--- config.mk ---
export PLATFORM = sky130hd
export DESIGN_NAME = ow_top
export DESIGN_NICKNAME = d
export VERILOG_FILES = /design/src/ow_pkg.sv /design/src/ow_top.sv /design/src/ow_tlp_out.sv /design/src/ow_hdr_build.sv /design/src/ow_tlp_ctrl.sv /design/src/ow_data_fifo.sv /design/src/ow_cmd_split.sv
export SDC_FILE = /design/constraint.sdc
export NUM_CORES = 1
export LEC_CHECK = 0
export BUFFER_PORTS_ARGS = -buffer_cell sky130_fd_sc_hd__buf_2
export CORE_UTILIZATION = 60
export DETAILED_ROUTE_END_ITERATION = 16
export PLACE_DENSITY = 0.83
export RECOVER_POWER = 100
export SLEW_MARGIN = 40
export SYNTH_ARGS = -nofsm -noshare
export SYNTH_HDL_FRONTEND = slang
export SYNTH_SLANG_ARGS = --single-unit
export TNS_END_PERCENT = 5
--- constraint.sdc ---
create_clock -name clk -period 5.3 [get_ports clk]
set_input_delay 0 -clock clk [delete_from_list [all_inputs] [get_ports clk]]
set_output_delay 0 -clock clk [all_outputs]
set_load 0.02 [all_outputs]
--- src/ow_pkg.sv ---
package ow_pkg;

    // ~~~~~~~~~~~~~~~~~~~~~~~~~~~~~~~~~~~~~~~~~~~~~~~~~~~~~~~~~~~~
    // widths and limits
    // ~~~~~~~~~~~~~~~~~~~~~~~~~~~~~~~~~~~~~~~~~~~~~~~~~~~~~~~~~~~~

    localparam int ADDR_W     = 32;
    localparam int LEN_W      = 4;        // a burst is len+1 beats.
    localparam int MAX_TLP_DW = 8;
    localparam int FIFO_DEPTH = 16;
    localparam int FIFO_AW    = $clog2(FIFO_DEPTH);
    localparam int BEAT_W     = $clog2(MAX_TLP_DW + 2);  // two header beats plus payload.

    // ~~~~~~~~~~~~~~~~~~~~~~~~~~~~~~~~~~~~~~~~~~~~~~~~~~~~~~~~~~~~
    // types
    // ~~~~~~~~~~~~~~~~~~~~~~~~~~~~~~~~~~~~~~~~~~~~~~~~~~~~~~~~~~~~

    typedef logic [ADDR_W-1:2]  dw_addr_t;   // bits 11:2 are the dword offset in a 4 KB page.
    typedef logic [LEN_W-1:0]   axi_len_t;
    typedef logic [3:0]         strb_t;
    typedef logic [31:0]        dword_t;
    typedef logic [3:0]         tlp_len_t;   // holds 1 to MAX_TLP_DW.
    typedef logic [FIFO_AW-1:0] fifo_ptr_t;
    typedef logic [FIFO_AW:0]   fifo_cnt_t;
    typedef logic [BEAT_W-1:0]  beat_t;

    typedef enum logic [1:0] {
        IDLE,
        COLLECT,
        EMIT
    } tlp_state_t;

endpackage
--- src/ow_top.sv ---
`timescale 1ns/1ns

module ow_top (
    input  logic             clk,
    input  logic             rst,

    input  logic             aw_valid,
    input  ow_pkg::dw_addr_t aw_addr,
    input  ow_pkg::axi_len_t aw_len,
    output logic             aw_ready,

    input  logic             w_valid,
    input  ow_pkg::dword_t   w_data,
    input  ow_pkg::strb_t    w_strb,
    output logic             w_ready,

    output logic             tlp_valid,
    output ow_pkg::dword_t   tlp_data,
    output logic             tlp_last,
    input  logic             tlp_ready
);
    import ow_pkg::*;

    // ~~~~~~~~~~~~~~~~~~~~~~~~~~~~~~~~~~~~~~~~~~~~~~~~~~~~~~~~~~~~
    // internal nets
    // ~~~~~~~~~~~~~~~~~~~~~~~~~~~~~~~~~~~~~~~~~~~~~~~~~~~~~~~~~~~~

    logic     cmd_valid;
    logic     cmd_ready;
    dw_addr_t cmd_addr;
    logic     cmd_addr_cont;
    strb_t    cmd_strb;
    logic     cmd_last;
    logic     hdr_start;
    logic     hdr_add;
    logic     emit_start;
    logic     emit_done;
    dw_addr_t hdr_addr;
    tlp_len_t hdr_len;
    strb_t    hdr_first_be;
    strb_t    hdr_last_be;
    logic     fifo_wr;
    logic     fifo_rd;
    dword_t   fifo_data;

    assign fifo_wr = w_valid && w_ready;    // data is queued on every W transfer.

    ow_cmd_split u_split (
        .clk(clk), .rst(rst),
        .aw_ready(aw_ready), .aw_valid(aw_valid), .aw_addr(aw_addr), .aw_len(aw_len),
        .w_ready(w_ready), .w_valid(w_valid), .w_strb(w_strb),
        .cmd_ready(cmd_ready), .cmd_valid(cmd_valid), .cmd_addr(cmd_addr),
        .cmd_addr_cont(cmd_addr_cont), .cmd_strb(cmd_strb), .cmd_last(cmd_last)
    );

    ow_data_fifo u_fifo (
        .clk(clk), .rst(rst),
        .wr(fifo_wr), .wr_data(w_data), .rd(fifo_rd), .rd_data(fifo_data)
    );

    ow_tlp_ctrl u_ctrl (
        .clk(clk), .rst(rst),
        .cmd_valid(cmd_valid), .cmd_addr_cont(cmd_addr_cont), .cmd_strb(cmd_strb),
        .cmd_last(cmd_last), .cmd_ready(cmd_ready),
        .hdr_start(hdr_start), .hdr_add(hdr_add),
        .emit_start(emit_start), .emit_done(emit_done)
    );

    ow_hdr_build u_hdr (
        .clk(clk), .rst(rst),
        .hdr_start(hdr_start), .hdr_add(hdr_add), .cmd_addr(cmd_addr), .cmd_strb(cmd_strb),
        .hdr_addr(hdr_addr), .hdr_len(hdr_len),
        .hdr_first_be(hdr_first_be), .hdr_last_be(hdr_last_be)
    );

    ow_tlp_out u_out (
        .clk(clk), .rst(rst),
        .emit_start(emit_start), .hdr_addr(hdr_addr), .hdr_len(hdr_len),
        .hdr_first_be(hdr_first_be), .hdr_last_be(hdr_last_be),
        .fifo_data(fifo_data), .fifo_rd(fifo_rd), .emit_done(emit_done),
        .tlp_valid(tlp_valid), .tlp_data(tlp_data), .tlp_last(tlp_last),
        .tlp_ready(tlp_ready)
    );

endmodule

--- src/ow_tlp_out.sv ---
`timescale 1ns/1ns

module ow_tlp_out (
    input  logic             clk,
    input  logic             rst,
    input  logic             emit_start,
    input  ow_pkg::dw_addr_t hdr_addr,
    input  ow_pkg::tlp_len_t hdr_len,
    input  ow_pkg::strb_t    hdr_first_be,
    input  ow_pkg::strb_t    hdr_last_be,
    input  ow_pkg::dword_t   fifo_data,
    output logic             fifo_rd,
    output logic             emit_done,
    output logic             tlp_valid,
    output ow_pkg::dword_t   tlp_data,
    output logic             tlp_last,
    input  logic             tlp_ready
);
    import ow_pkg::*;

    logic  busy;
    beat_t beat;     // 0 and 1 are header, payload follows.
    logic  xfer;

    assign tlp_valid = busy;
    assign xfer      = tlp_valid && tlp_ready;
    assign tlp_last  = busy && (beat == beat_t'(hdr_len) + beat_t'(1));
    assign fifo_rd   = xfer && (beat >= beat_t'(2));
    assign emit_done = xfer && tlp_last;

    always_comb begin
        tlp_data = '0;
        case (beat)
            beat_t'(0): begin
                tlp_data[3:0]  = hdr_len;
                tlp_data[7:4]  = hdr_first_be;
                tlp_data[11:8] = hdr_last_be;
            end
            beat_t'(1): tlp_data = {hdr_addr, 2'b00};
            default:    tlp_data = fifo_data;
        endcase
    end

    always_ff @(posedge clk) begin
        if (rst) begin
            busy <= 1'b0;
            beat <= '0;
        end else if (emit_start) begin
            busy <= 1'b1;
            beat <= '0;
        end else if (xfer) begin
            if (tlp_last) busy <= 1'b0;
            beat <= beat + beat_t'(1);
        end
    end

endmodule

--- src/ow_hdr_build.sv ---
`timescale 1ns/1ns

module ow_hdr_build (
    input  logic             clk,
    input  logic             rst,
    input  logic             hdr_start,
    input  logic             hdr_add,
    input  ow_pkg::dw_addr_t cmd_addr,
    input  ow_pkg::strb_t    cmd_strb,
    output ow_pkg::dw_addr_t hdr_addr,
    output ow_pkg::tlp_len_t hdr_len,
    output ow_pkg::strb_t    hdr_first_be,
    output ow_pkg::strb_t    hdr_last_be
);
    import ow_pkg::*;

    always_ff @(posedge clk) begin
        if (rst) begin
            hdr_len <= '0;
        end else if (hdr_start) begin
            hdr_len <= tlp_len_t'(1);
        end else if (hdr_add) begin
            hdr_len <= hdr_len + tlp_len_t'(1);
        end
    end

    always_ff @(posedge clk) begin
        if (hdr_start) begin
            hdr_addr     <= cmd_addr;
            hdr_first_be <= cmd_strb;
            hdr_last_be  <= '0;           // a one-dword TLP has no last_be.
        end else if (hdr_add) begin
            hdr_last_be  <= cmd_strb;
        end
    end

endmodule

--- src/ow_tlp_ctrl.sv ---
`timescale 1ns/1ns

module ow_tlp_ctrl (
    input  logic          clk,
    input  logic          rst,
    input  logic          cmd_valid,
    input  logic          cmd_addr_cont,
    input  ow_pkg::strb_t cmd_strb,
    input  logic          cmd_last,
    output logic          cmd_ready,
    output logic          hdr_start,
    output logic          hdr_add,
    output logic          emit_start,
    input  logic          emit_done
);
    import ow_pkg::*;

    tlp_state_t state;
    tlp_len_t   dw_cnt;
    logic       prev_full;    // last accepted strobe had all four bytes.

    logic       can_join;
    logic       take;
    tlp_len_t   next_cnt;
    logic       close_after;

    assign can_join = cmd_addr_cont && prev_full;

    always_comb begin
        case (state)
            IDLE:    cmd_ready = 1'b1;
            COLLECT: cmd_ready = can_join;
            default: cmd_ready = 1'b0;
        endcase
    end

    assign take      = cmd_valid && cmd_ready;
    assign hdr_start = take && (state == IDLE);
    assign hdr_add   = take && (state == COLLECT);
    assign next_cnt  = (state == IDLE) ? tlp_len_t'(1) : dw_cnt + tlp_len_t'(1);

    // a partial strobe may only be the last dword once the TLP has more than one.
    assign close_after = cmd_last
                      || (next_cnt == tlp_len_t'(MAX_TLP_DW))
                      || (!(&cmd_strb) && (next_cnt > tlp_len_t'(1)));

    always_ff @(posedge clk) begin
        if (rst) begin
            state      <= IDLE;
            dw_cnt     <= '0;
            prev_full  <= 1'b0;
            emit_start <= 1'b0;
        end else begin
            emit_start <= 1'b0;
            if (take) begin
                dw_cnt    <= next_cnt;
                prev_full <= &cmd_strb;
            end
            case (state)
                IDLE, COLLECT: begin
                    if (take) begin
                        state      <= close_after ? EMIT : COLLECT;
                        emit_start <= close_after;
                    end else if (state == COLLECT && cmd_valid) begin
                        state      <= EMIT;    // command waits to open the next TLP.
                        emit_start <= 1'b1;
                    end
                end
                EMIT: begin
                    if (emit_done) state <= IDLE;
                end
                default: state <= IDLE;
            endcase
        end
    end

endmodule

--- src/ow_data_fifo.sv ---
`timescale 1ns/1ns

module ow_data_fifo (
    input  logic           clk,
    input  logic           rst,
    input  logic           wr,
    input  ow_pkg::dword_t wr_data,
    input  logic           rd,
    output ow_pkg::dword_t rd_data
);
    import ow_pkg::*;

    dword_t    mem [FIFO_DEPTH];
    fifo_ptr_t wr_ptr;
    fifo_ptr_t rd_ptr;
    fifo_cnt_t count;
    logic      wr_en;
    logic      rd_en;

    assign wr_en   = wr && (count != fifo_cnt_t'(FIFO_DEPTH));
    assign rd_en   = rd && (count != '0);
    assign rd_data = mem[rd_ptr];                 // head word is always visible.

    always_ff @(posedge clk) begin
        if (wr_en) begin
            mem[wr_ptr] <= wr_data;
        end
    end

    always_ff @(posedge clk) begin
        if (rst) begin
            wr_ptr <= '0;
            rd_ptr <= '0;
            count  <= '0;
        end else begin
            if (wr_en) wr_ptr <= wr_ptr + fifo_ptr_t'(1);
            if (rd_en) rd_ptr <= rd_ptr + fifo_ptr_t'(1);
            case ({wr_en, rd_en})
                2'b10:   count <= count + fifo_cnt_t'(1);
                2'b01:   count <= count - fifo_cnt_t'(1);
                default: count <= count;
            endcase
        end
    end

endmodule

--- src/ow_cmd_split.sv ---
`timescale 1ns/1ns

module ow_cmd_split (
    input  logic             clk,
    input  logic             rst,

    output logic             aw_ready,
    input  logic             aw_valid,
    input  ow_pkg::dw_addr_t aw_addr,
    input  ow_pkg::axi_len_t aw_len,

    output logic             w_ready,
    input  logic             w_valid,
    input  ow_pkg::strb_t    w_strb,

    input  logic             cmd_ready,
    output logic             cmd_valid,
    output ow_pkg::dw_addr_t cmd_addr,
    output logic             cmd_addr_cont,
    output ow_pkg::strb_t    cmd_strb,
    output logic             cmd_last
);
    import ow_pkg::*;

    dw_addr_t addr_p1;       // dword after cmd_addr, carried across page boundaries.
    axi_len_t beats_left;

    dw_addr_t next_addr;
    logic     next_cont;
    axi_len_t next_left;
    logic     next_last;
    logic     beat_avail;
    logic     update;

    always_comb begin
        if (cmd_last) begin
            // the previous burst has finished, so this beat opens a new one.
            next_addr = aw_addr;
            next_left = aw_len;
            next_last = (aw_len == '0);
        end else begin
            next_addr = addr_p1;
            next_left = beats_left - axi_len_t'(1);
            next_last = (beats_left == axi_len_t'(1));
        end
        // a dword at offset zero of its page never continues the previous one.
        next_cont = (next_addr == addr_p1) && (addr_p1[11:2] != '0);
    end

    assign beat_avail = w_valid && (!cmd_last || aw_valid);
    assign update     = beat_avail && (!cmd_valid || cmd_ready);
    assign aw_ready   = update && cmd_last;     // AW goes with the first beat of a burst.
    assign w_ready    = update;

    always_ff @(posedge clk) begin
        if (rst) begin
            cmd_valid <= 1'b0;
            cmd_last  <= 1'b1;
        end else begin
            if (update) begin
                cmd_valid <= 1'b1;
                cmd_last  <= next_last;
            end else if (cmd_ready) begin
                cmd_valid <= 1'b0;
            end
        end
    end

    always_ff @(posedge clk) begin
        if (update) begin
            cmd_addr      <= next_addr;
            cmd_addr_cont <= next_cont;
            cmd_strb      <= w_strb;
            addr_p1       <= next_addr + dw_addr_t'(1);
            beats_left    <= next_left;
        end
    end

endmodule

; Word level (Yosys, flattened, before mapping)
; Memories as Yosys holds them, arrays and structs flattened. A register that Yosys moved wholly into a read port is not among the register bits.
; Index checks and enable logic that the tools add are counted.
; Widths: inputs -> output; s select.
[totals]
latch_bits = 0
rom_bits = 0
ff_bits = 139
mem_count = 1
ramBits = 512
out_inout_bits = 36
[memory_table]
columns = name, words, width, read_ports, rd_clocked_by_memory_dff, write_ports, line
row1 = u_fifo.mem, 16, 32, 1, 1, 1, ow_data_fifo.sv:13  ; dword_t mem [FIFO_DEPTH];
[classes]
n_bitwise = 1
magnitude_cmp = 2
shift = 0
eq_ne = 12
div_mod_pow = 0
reduce_logical = 41
muxes = 26
addsub = 9
multipliers = 0
[ops]
columns = op, count
row1 = $pmux 20 s2, 1
row2 = $add 30x1->30 const B, 1
row3 = $eq 30x30->1, 1
row4 = $mux 30, 1
row5 = $pmux 12 s2, 1
row6 = $add 4x1->4 const B, 5
row7 = $logic_and 1x1->1, 17
row8 = $mux 4, 4
row9 = $mux 1, 12
row10 = $pmux 5 s2, 1
row11 = $reduce_bool 10->1, 1
row12 = $reduce_bool 2->1, 5
row13 = $eq 4x1->1 const B, 2
row14 = $logic_not 4->1, 2
row15 = $mux 2, 4
row16 = $reduce_or 2->1, 4
row17 = $add 5x1->5 const B, 1
row18 = $ne 5x5->1 const B, 1
row19 = $reduce_bool 5->1, 1
row20 = $sub 5x1->5 const B, 1
row21 = $eq 2x1->1 const B, 2
row22 = $eq 2x2->1 const B, 2
row23 = $eq 4x4->1, 1
row24 = $eq 4x4->1 const B, 1
row25 = other kinds (13), 19

; Longest topological paths before layout
[logic_depth]
ltp_word = 8
depth_mapped = 14
ltp_nobuf = 12

; Cells and area by module
; From an unflattened synthesis, not the netlist that was laid out.
[hier_totals]
cells_unflattened = 1356
hier_area_um2 = 26760.7
[by_module_without_submodules]
columns = module, area_each_um2, seq_area_each_um2, instances, cells_each
row1 = ow_data_fifo, 20360.8, 15715.1, 1, 826
row2 = ow_cmd_split, 3811.2, 2112.0, 1, 307
row3 = ow_hdr_build, 1361.3, 1181.1, 1, 66
row4 = ow_tlp_out, 737.0, 100.1, 1, 100
row5 = ow_tlp_ctrl, 484.2, 160.2, 1, 56
row6 = ow_top, 6.3, 0.0, 1, 1

; Worst setup path before layout
; Ideal clock, no wire load.
[synth_timing]
path_type = flip-flop to output port
start = register u_ctrl.state[0]
end = output aw_ready
arrival_time_ns = 4.552
path_slack_ns = 0.748
n_path_buf = 0
path_stages_with_launch = 6
cell_sequence = dfxtp_1 > a21boi_0 > o21ai_1 > nand2_1 > nor2_1 > and2_1
[synth_between]
elab_chain_len = 5
word_cells_on_any_way = 6
[synth_lines]
columns = element, line
row1 = "start, declared", ow_tlp_ctrl.sv:18  ; tlp_state_t state;
row2 = "start signal, assigned", ow_tlp_ctrl.sv:62  ; state <= close_after ? EMIT : COLLECT;
row3 = $eq 2x1->1 or $logic_not 2->1 (tied branches), ow_tlp_ctrl.sv:30  ; case (state)
row4 = $pmux 1 s2 *, ow_tlp_ctrl.sv:30
row5 = $logic_or 1x1->1 *, ow_cmd_split.sv:51  ; assign update = beat_avail && (!cmd_valid || cmd_ready);
row6 = $logic_and 1x1->1 *, ow_cmd_split.sv:51
row7 = via w_ready, ow_top.sv:15  ; output logic w_ready,
row8 = $logic_and 1x1->1 *, ow_cmd_split.sv:52  ; assign aw_ready = update && cmd_last;
row9 = "end, declared", ow_top.sv:10  ; output logic aw_ready,
; The timed path passes the listed nets; every way through them passes the cells marked *.

; Final worst setup path
[layout_timing]
start = register u_ctrl.state[0]
end = memory u_fifo.mem[8][3] in the netlist's numbering (enable)
[layout_between]
elab_chain_len = 8
word_cells_on_any_way = 9
[layout_lines]
columns = element, line
row1 = $eq 2x1->1 or $logic_not 2->1 (tied branches), ow_tlp_ctrl.sv:30
row2 = $pmux 1 s2 *, ow_tlp_ctrl.sv:30
row3 = $logic_or 1x1->1 *, ow_cmd_split.sv:51
row4 = $logic_and 1x1->1 *, ow_cmd_split.sv:51
row5 = $logic_and 1x1->1 *, ow_top.sv:46  ; assign fifo_wr = w_valid && w_ready;
row6 = $logic_and 1x1->1 *, ow_data_fifo.sv:20  ; assign wr_en = wr && (count != fifo_cnt_t'(FIFO_DEPTH));
row7 = $mux 1 *, ow_data_fifo.sv:25  ; if (wr_en) begin
row8 = $mux 1 (implied by the code) *, ow_data_fifo.sv:26  ; mem[wr_ptr] <= wr_data;
row9 = "end, declared", ow_data_fifo.sv:13
; Every way passes the cells marked *; elsewhere a longest branch is shown, timed or not.

==> impl_metrics.ini <==
[floorplanning]
fp.dieH_um = 211.7
pin_count = 111
die_area_sq_mm = 0.04480
fp.dieW_um = 211.7
num_rows = 76
start_util_pct = 61.10
fp.coreArea_sq_mm = 0.04317

[global_route]
gr-usage-all-layers_pct = 29.32
grt_start_max_net_pins = 69
grt_antenna_before_repair = 0
grt_pass1_wl_um = 94710
grt-ovfl-total = 0
grt_pass1_vias = 14920

[cells_and_area]
nFillCells = 2550
multiInputGateArea_sq_mm = 0.006690
drive_gt1_share_pct = 19.68
regArea_sq_mm = 0.01928
area_growth_pct = 14.39
final_core_util_pct = 69.89
diodes = 0
finalNetCount = 1686

[critical_path]
crit_path_max_fanout = 32
cpMaxStageDelayCell = clkbuf_1
cp_top_family = buffers and inverters
crit_path_end_kind = flop
crit_chain = a21boi_0 -> o21ai_0 -> nand2_1 -> nor3_1 -> clkbuf_1
cp-start-kind = flop
crit_arrival_ns = 4.55
crit_type = flop to flop
required_ns = 5.46
max_stage_delay_ns = 1.99
cp.buffers_inverters = 1

[job]
drv_cap = 17

[synth]
synth_cells = 1389
async_reset_ff_share_pct = 0
synth.most_common_cell = edfxtp_1
yosysTopAreaCell = edfxtp_1
yosys-top-cells-area = edfxtp_1 (70%), mux4_2 (11%), dfxtp_1 (3.0%), xnor2_1 (1.6%), mux2i_1 (1.3%)
synth_edf_count = 615
seq_area_frac_synth_pct = 73.05
synth_area_per_cell_sq_um = 18.99
yosys.cell_types.count = 62
yosysWarnings = 0
synthFlopType = edfxtp_1
synth_area_sq_mm = 0.02638
synthDominantCellAreaShare_pct = 70.02
synth_seq_cells = 655
synth_fp_nets = 1482
ys_top_cells_by_count = edfxtp_1 (615), mux4_2 (128), xnor2_1 (48)

[cts]
htree_num_levels = 2
cts_buffer_depth = 3
clock_latency_ns = 0.61
post_cts.repair.setup_buffers = 0
cts_tree = built
cts_buffers = 58
cts_resized = 0
cts_root_buf = clkbuf_16
clock_sinks = 655
clk_pin_slew_ns = 0.07

[timing]
final_max_slew_viol_count = 538
finalHoldViolCount = 0
skew_ns = 0.01652
setup_violations = 0
max_slew_margin_pct = -84.06
rsz0062_at_grt = false
fmax_mhz = 227.7
tightest_slew_ns = 2.761
setup_tns_ns = 0
finalCritPeriodShare_pct = 82.85
min_period_ns = 4.391

[status]
violations = max-capacitance violations, max-slew violations
outcome = finished, violations left

[drt]
ant_nets = 0
avgRoutedWirePerCell_um = 28.52
num_vias = 14610
drc = 0
drtPass1Iterations = 9
drt-initial-drc-count = 1747
routed_wl_um = 63480
avgViaCountPerCell = 6.564

[min_path]
hold_class = primary input to flop

[power_and_ir_drop]
p_per_area_mw_per_mm2 = 351.9
ir_drop_uv = 299.0
finalPower_mw = 10.62
p_leak_nw = 9.691

[place]
io_buffers = 110
post-dp-hpwl_um = 34080
place.gp.congestion = 0.8908
## logic make-up (layout without fill, tap and decap cells)
kind of cell,after synthesis,count (layout),share of synthesized area [%]
fa+ha+maj,18,18,0.8539
flops,655,655,73.05
simple gates,213,213,4.374
buf+inv,92,344,1.561
xor+xnor,77,77,2.557
mux,193,193,13.54
compound gates,141,141,4.065
## cell usage in the layout (no fill, tap or decap), types with 16 or more instances in the layout
master,Yosys,routed
inv_1,25,25
mux2i_1,35,35
mux4_2,128,128
a22o_1,21,21
ha_1,18,18
nor2_1,43,40
clkbuf_1,35,72
o21ai_0,11,21
buf_2,22,58
nor3_1,17,21
dfxtp_1,40,37
nand4_1,15,16
xnor2_1,48,48
nand3_1,18,18
clkbuf_16,0,60
a22oi_1,42,43
edfxtp_1,615,615
dlygate4sd3_1,0,75
nand2_1,47,47
xor2_1,29,29
## report_power, final
| part | total (mW) | leakage, nW | switching, mW | internal [mW] |
|---|---|---|---|---|
| registers | 5.83 | 5.91 | 0.0588 | 5.77 |
| clock network | 4.33 | 0.973 | 1.86 | 2.47 |
| logic | 0.460 | 2.81 | 0.288 | 0.172 |
| total | 10.6 | 9.69 | 2.20 | 8.41 |
## what timing repair did
action,CTS,global route
hold buffers,75,0
hold endpoints to repair,604,0
setup endpoints to repair,0,0
## worst register-to-register path: cells and delay by family, from the launching register on
family / cells / cell delay (ns)
AOI/OAI and AO/OA: 2 / 0.74
buffers and inverters: 1 / 1.99
DFF: 1 / 0.40
and+or+nand+nor: 2 / 0.80
## cell type report
class                   instances  area share (%)
inverters                      25          0.3110
multi-input cells             642           22.17
well taps                     585           2.426
clock inverters                30           1.037
repair buffers                211           4.694
clock buffers                  78           5.466
flip-flops and latches        655           63.89
## final timing paths
kind,slack [ns],startpoint,depth (start not counted),end
max,0.91,u_ctrl.state[0],5,u_fifo.mem[8][3]
max reg2reg,0.91,u_ctrl.state[0],5,u_fifo.mem[8][3]
min,0.11,w_strb[3],2,u_split.cmd_strb[3]
min reg2reg,0.42,u_split.cmd_addr[25],0,u_hdr.hdr_addr[25]
## flip-flops by register name (all words and copies together) (netlist names), 2 cells and up, named ones only
| register | cells |
|---|---|
| u_fifo.count | 5 |
| u_out.beat | 4 |
| u_split.cmd_strb | 4 |
| u_ctrl.dw_cnt | 4 |
| u_fifo.rd_ptr | 4 |
| u_split.beats_left | 4 |
| u_fifo.mem | 512 |
| u_ctrl.state | 2 |
| u_split.cmd_addr | 30 |
| u_hdr.hdr_last_be | 4 |
| u_hdr.hdr_first_be | 4 |
| u_split.addr_p1 | 30 |
| u_hdr.hdr_addr | 30 |
| u_fifo.wr_ptr | 4 |
| u_hdr.hdr_len | 4 |
## stage by stage
stage	std cells	area, sq um	hold WS (ns)	setup slack, ns
after floorplan	1389	26380	0.09887	0.7477
after global placement	2041	27630	0.1773	1.823
after detailed placement	2041	27660	0.1781	1.592
after CTS	2224	30380	0.08927	1.531
after global routing	2226	30170	0.1209	0.6338
final	2226	30170	0.1067	0.9087
## per-layer routing
layer  GRT usage [%]  share of wire, %  routed length (um)
met1           39.13                36               22810
met2           48.81                50               31840
met3           4.628               9.7                6142
met4           11.87               4.2                2691
met5               0                 0                   0
Power figures use the tool's default switching activity.
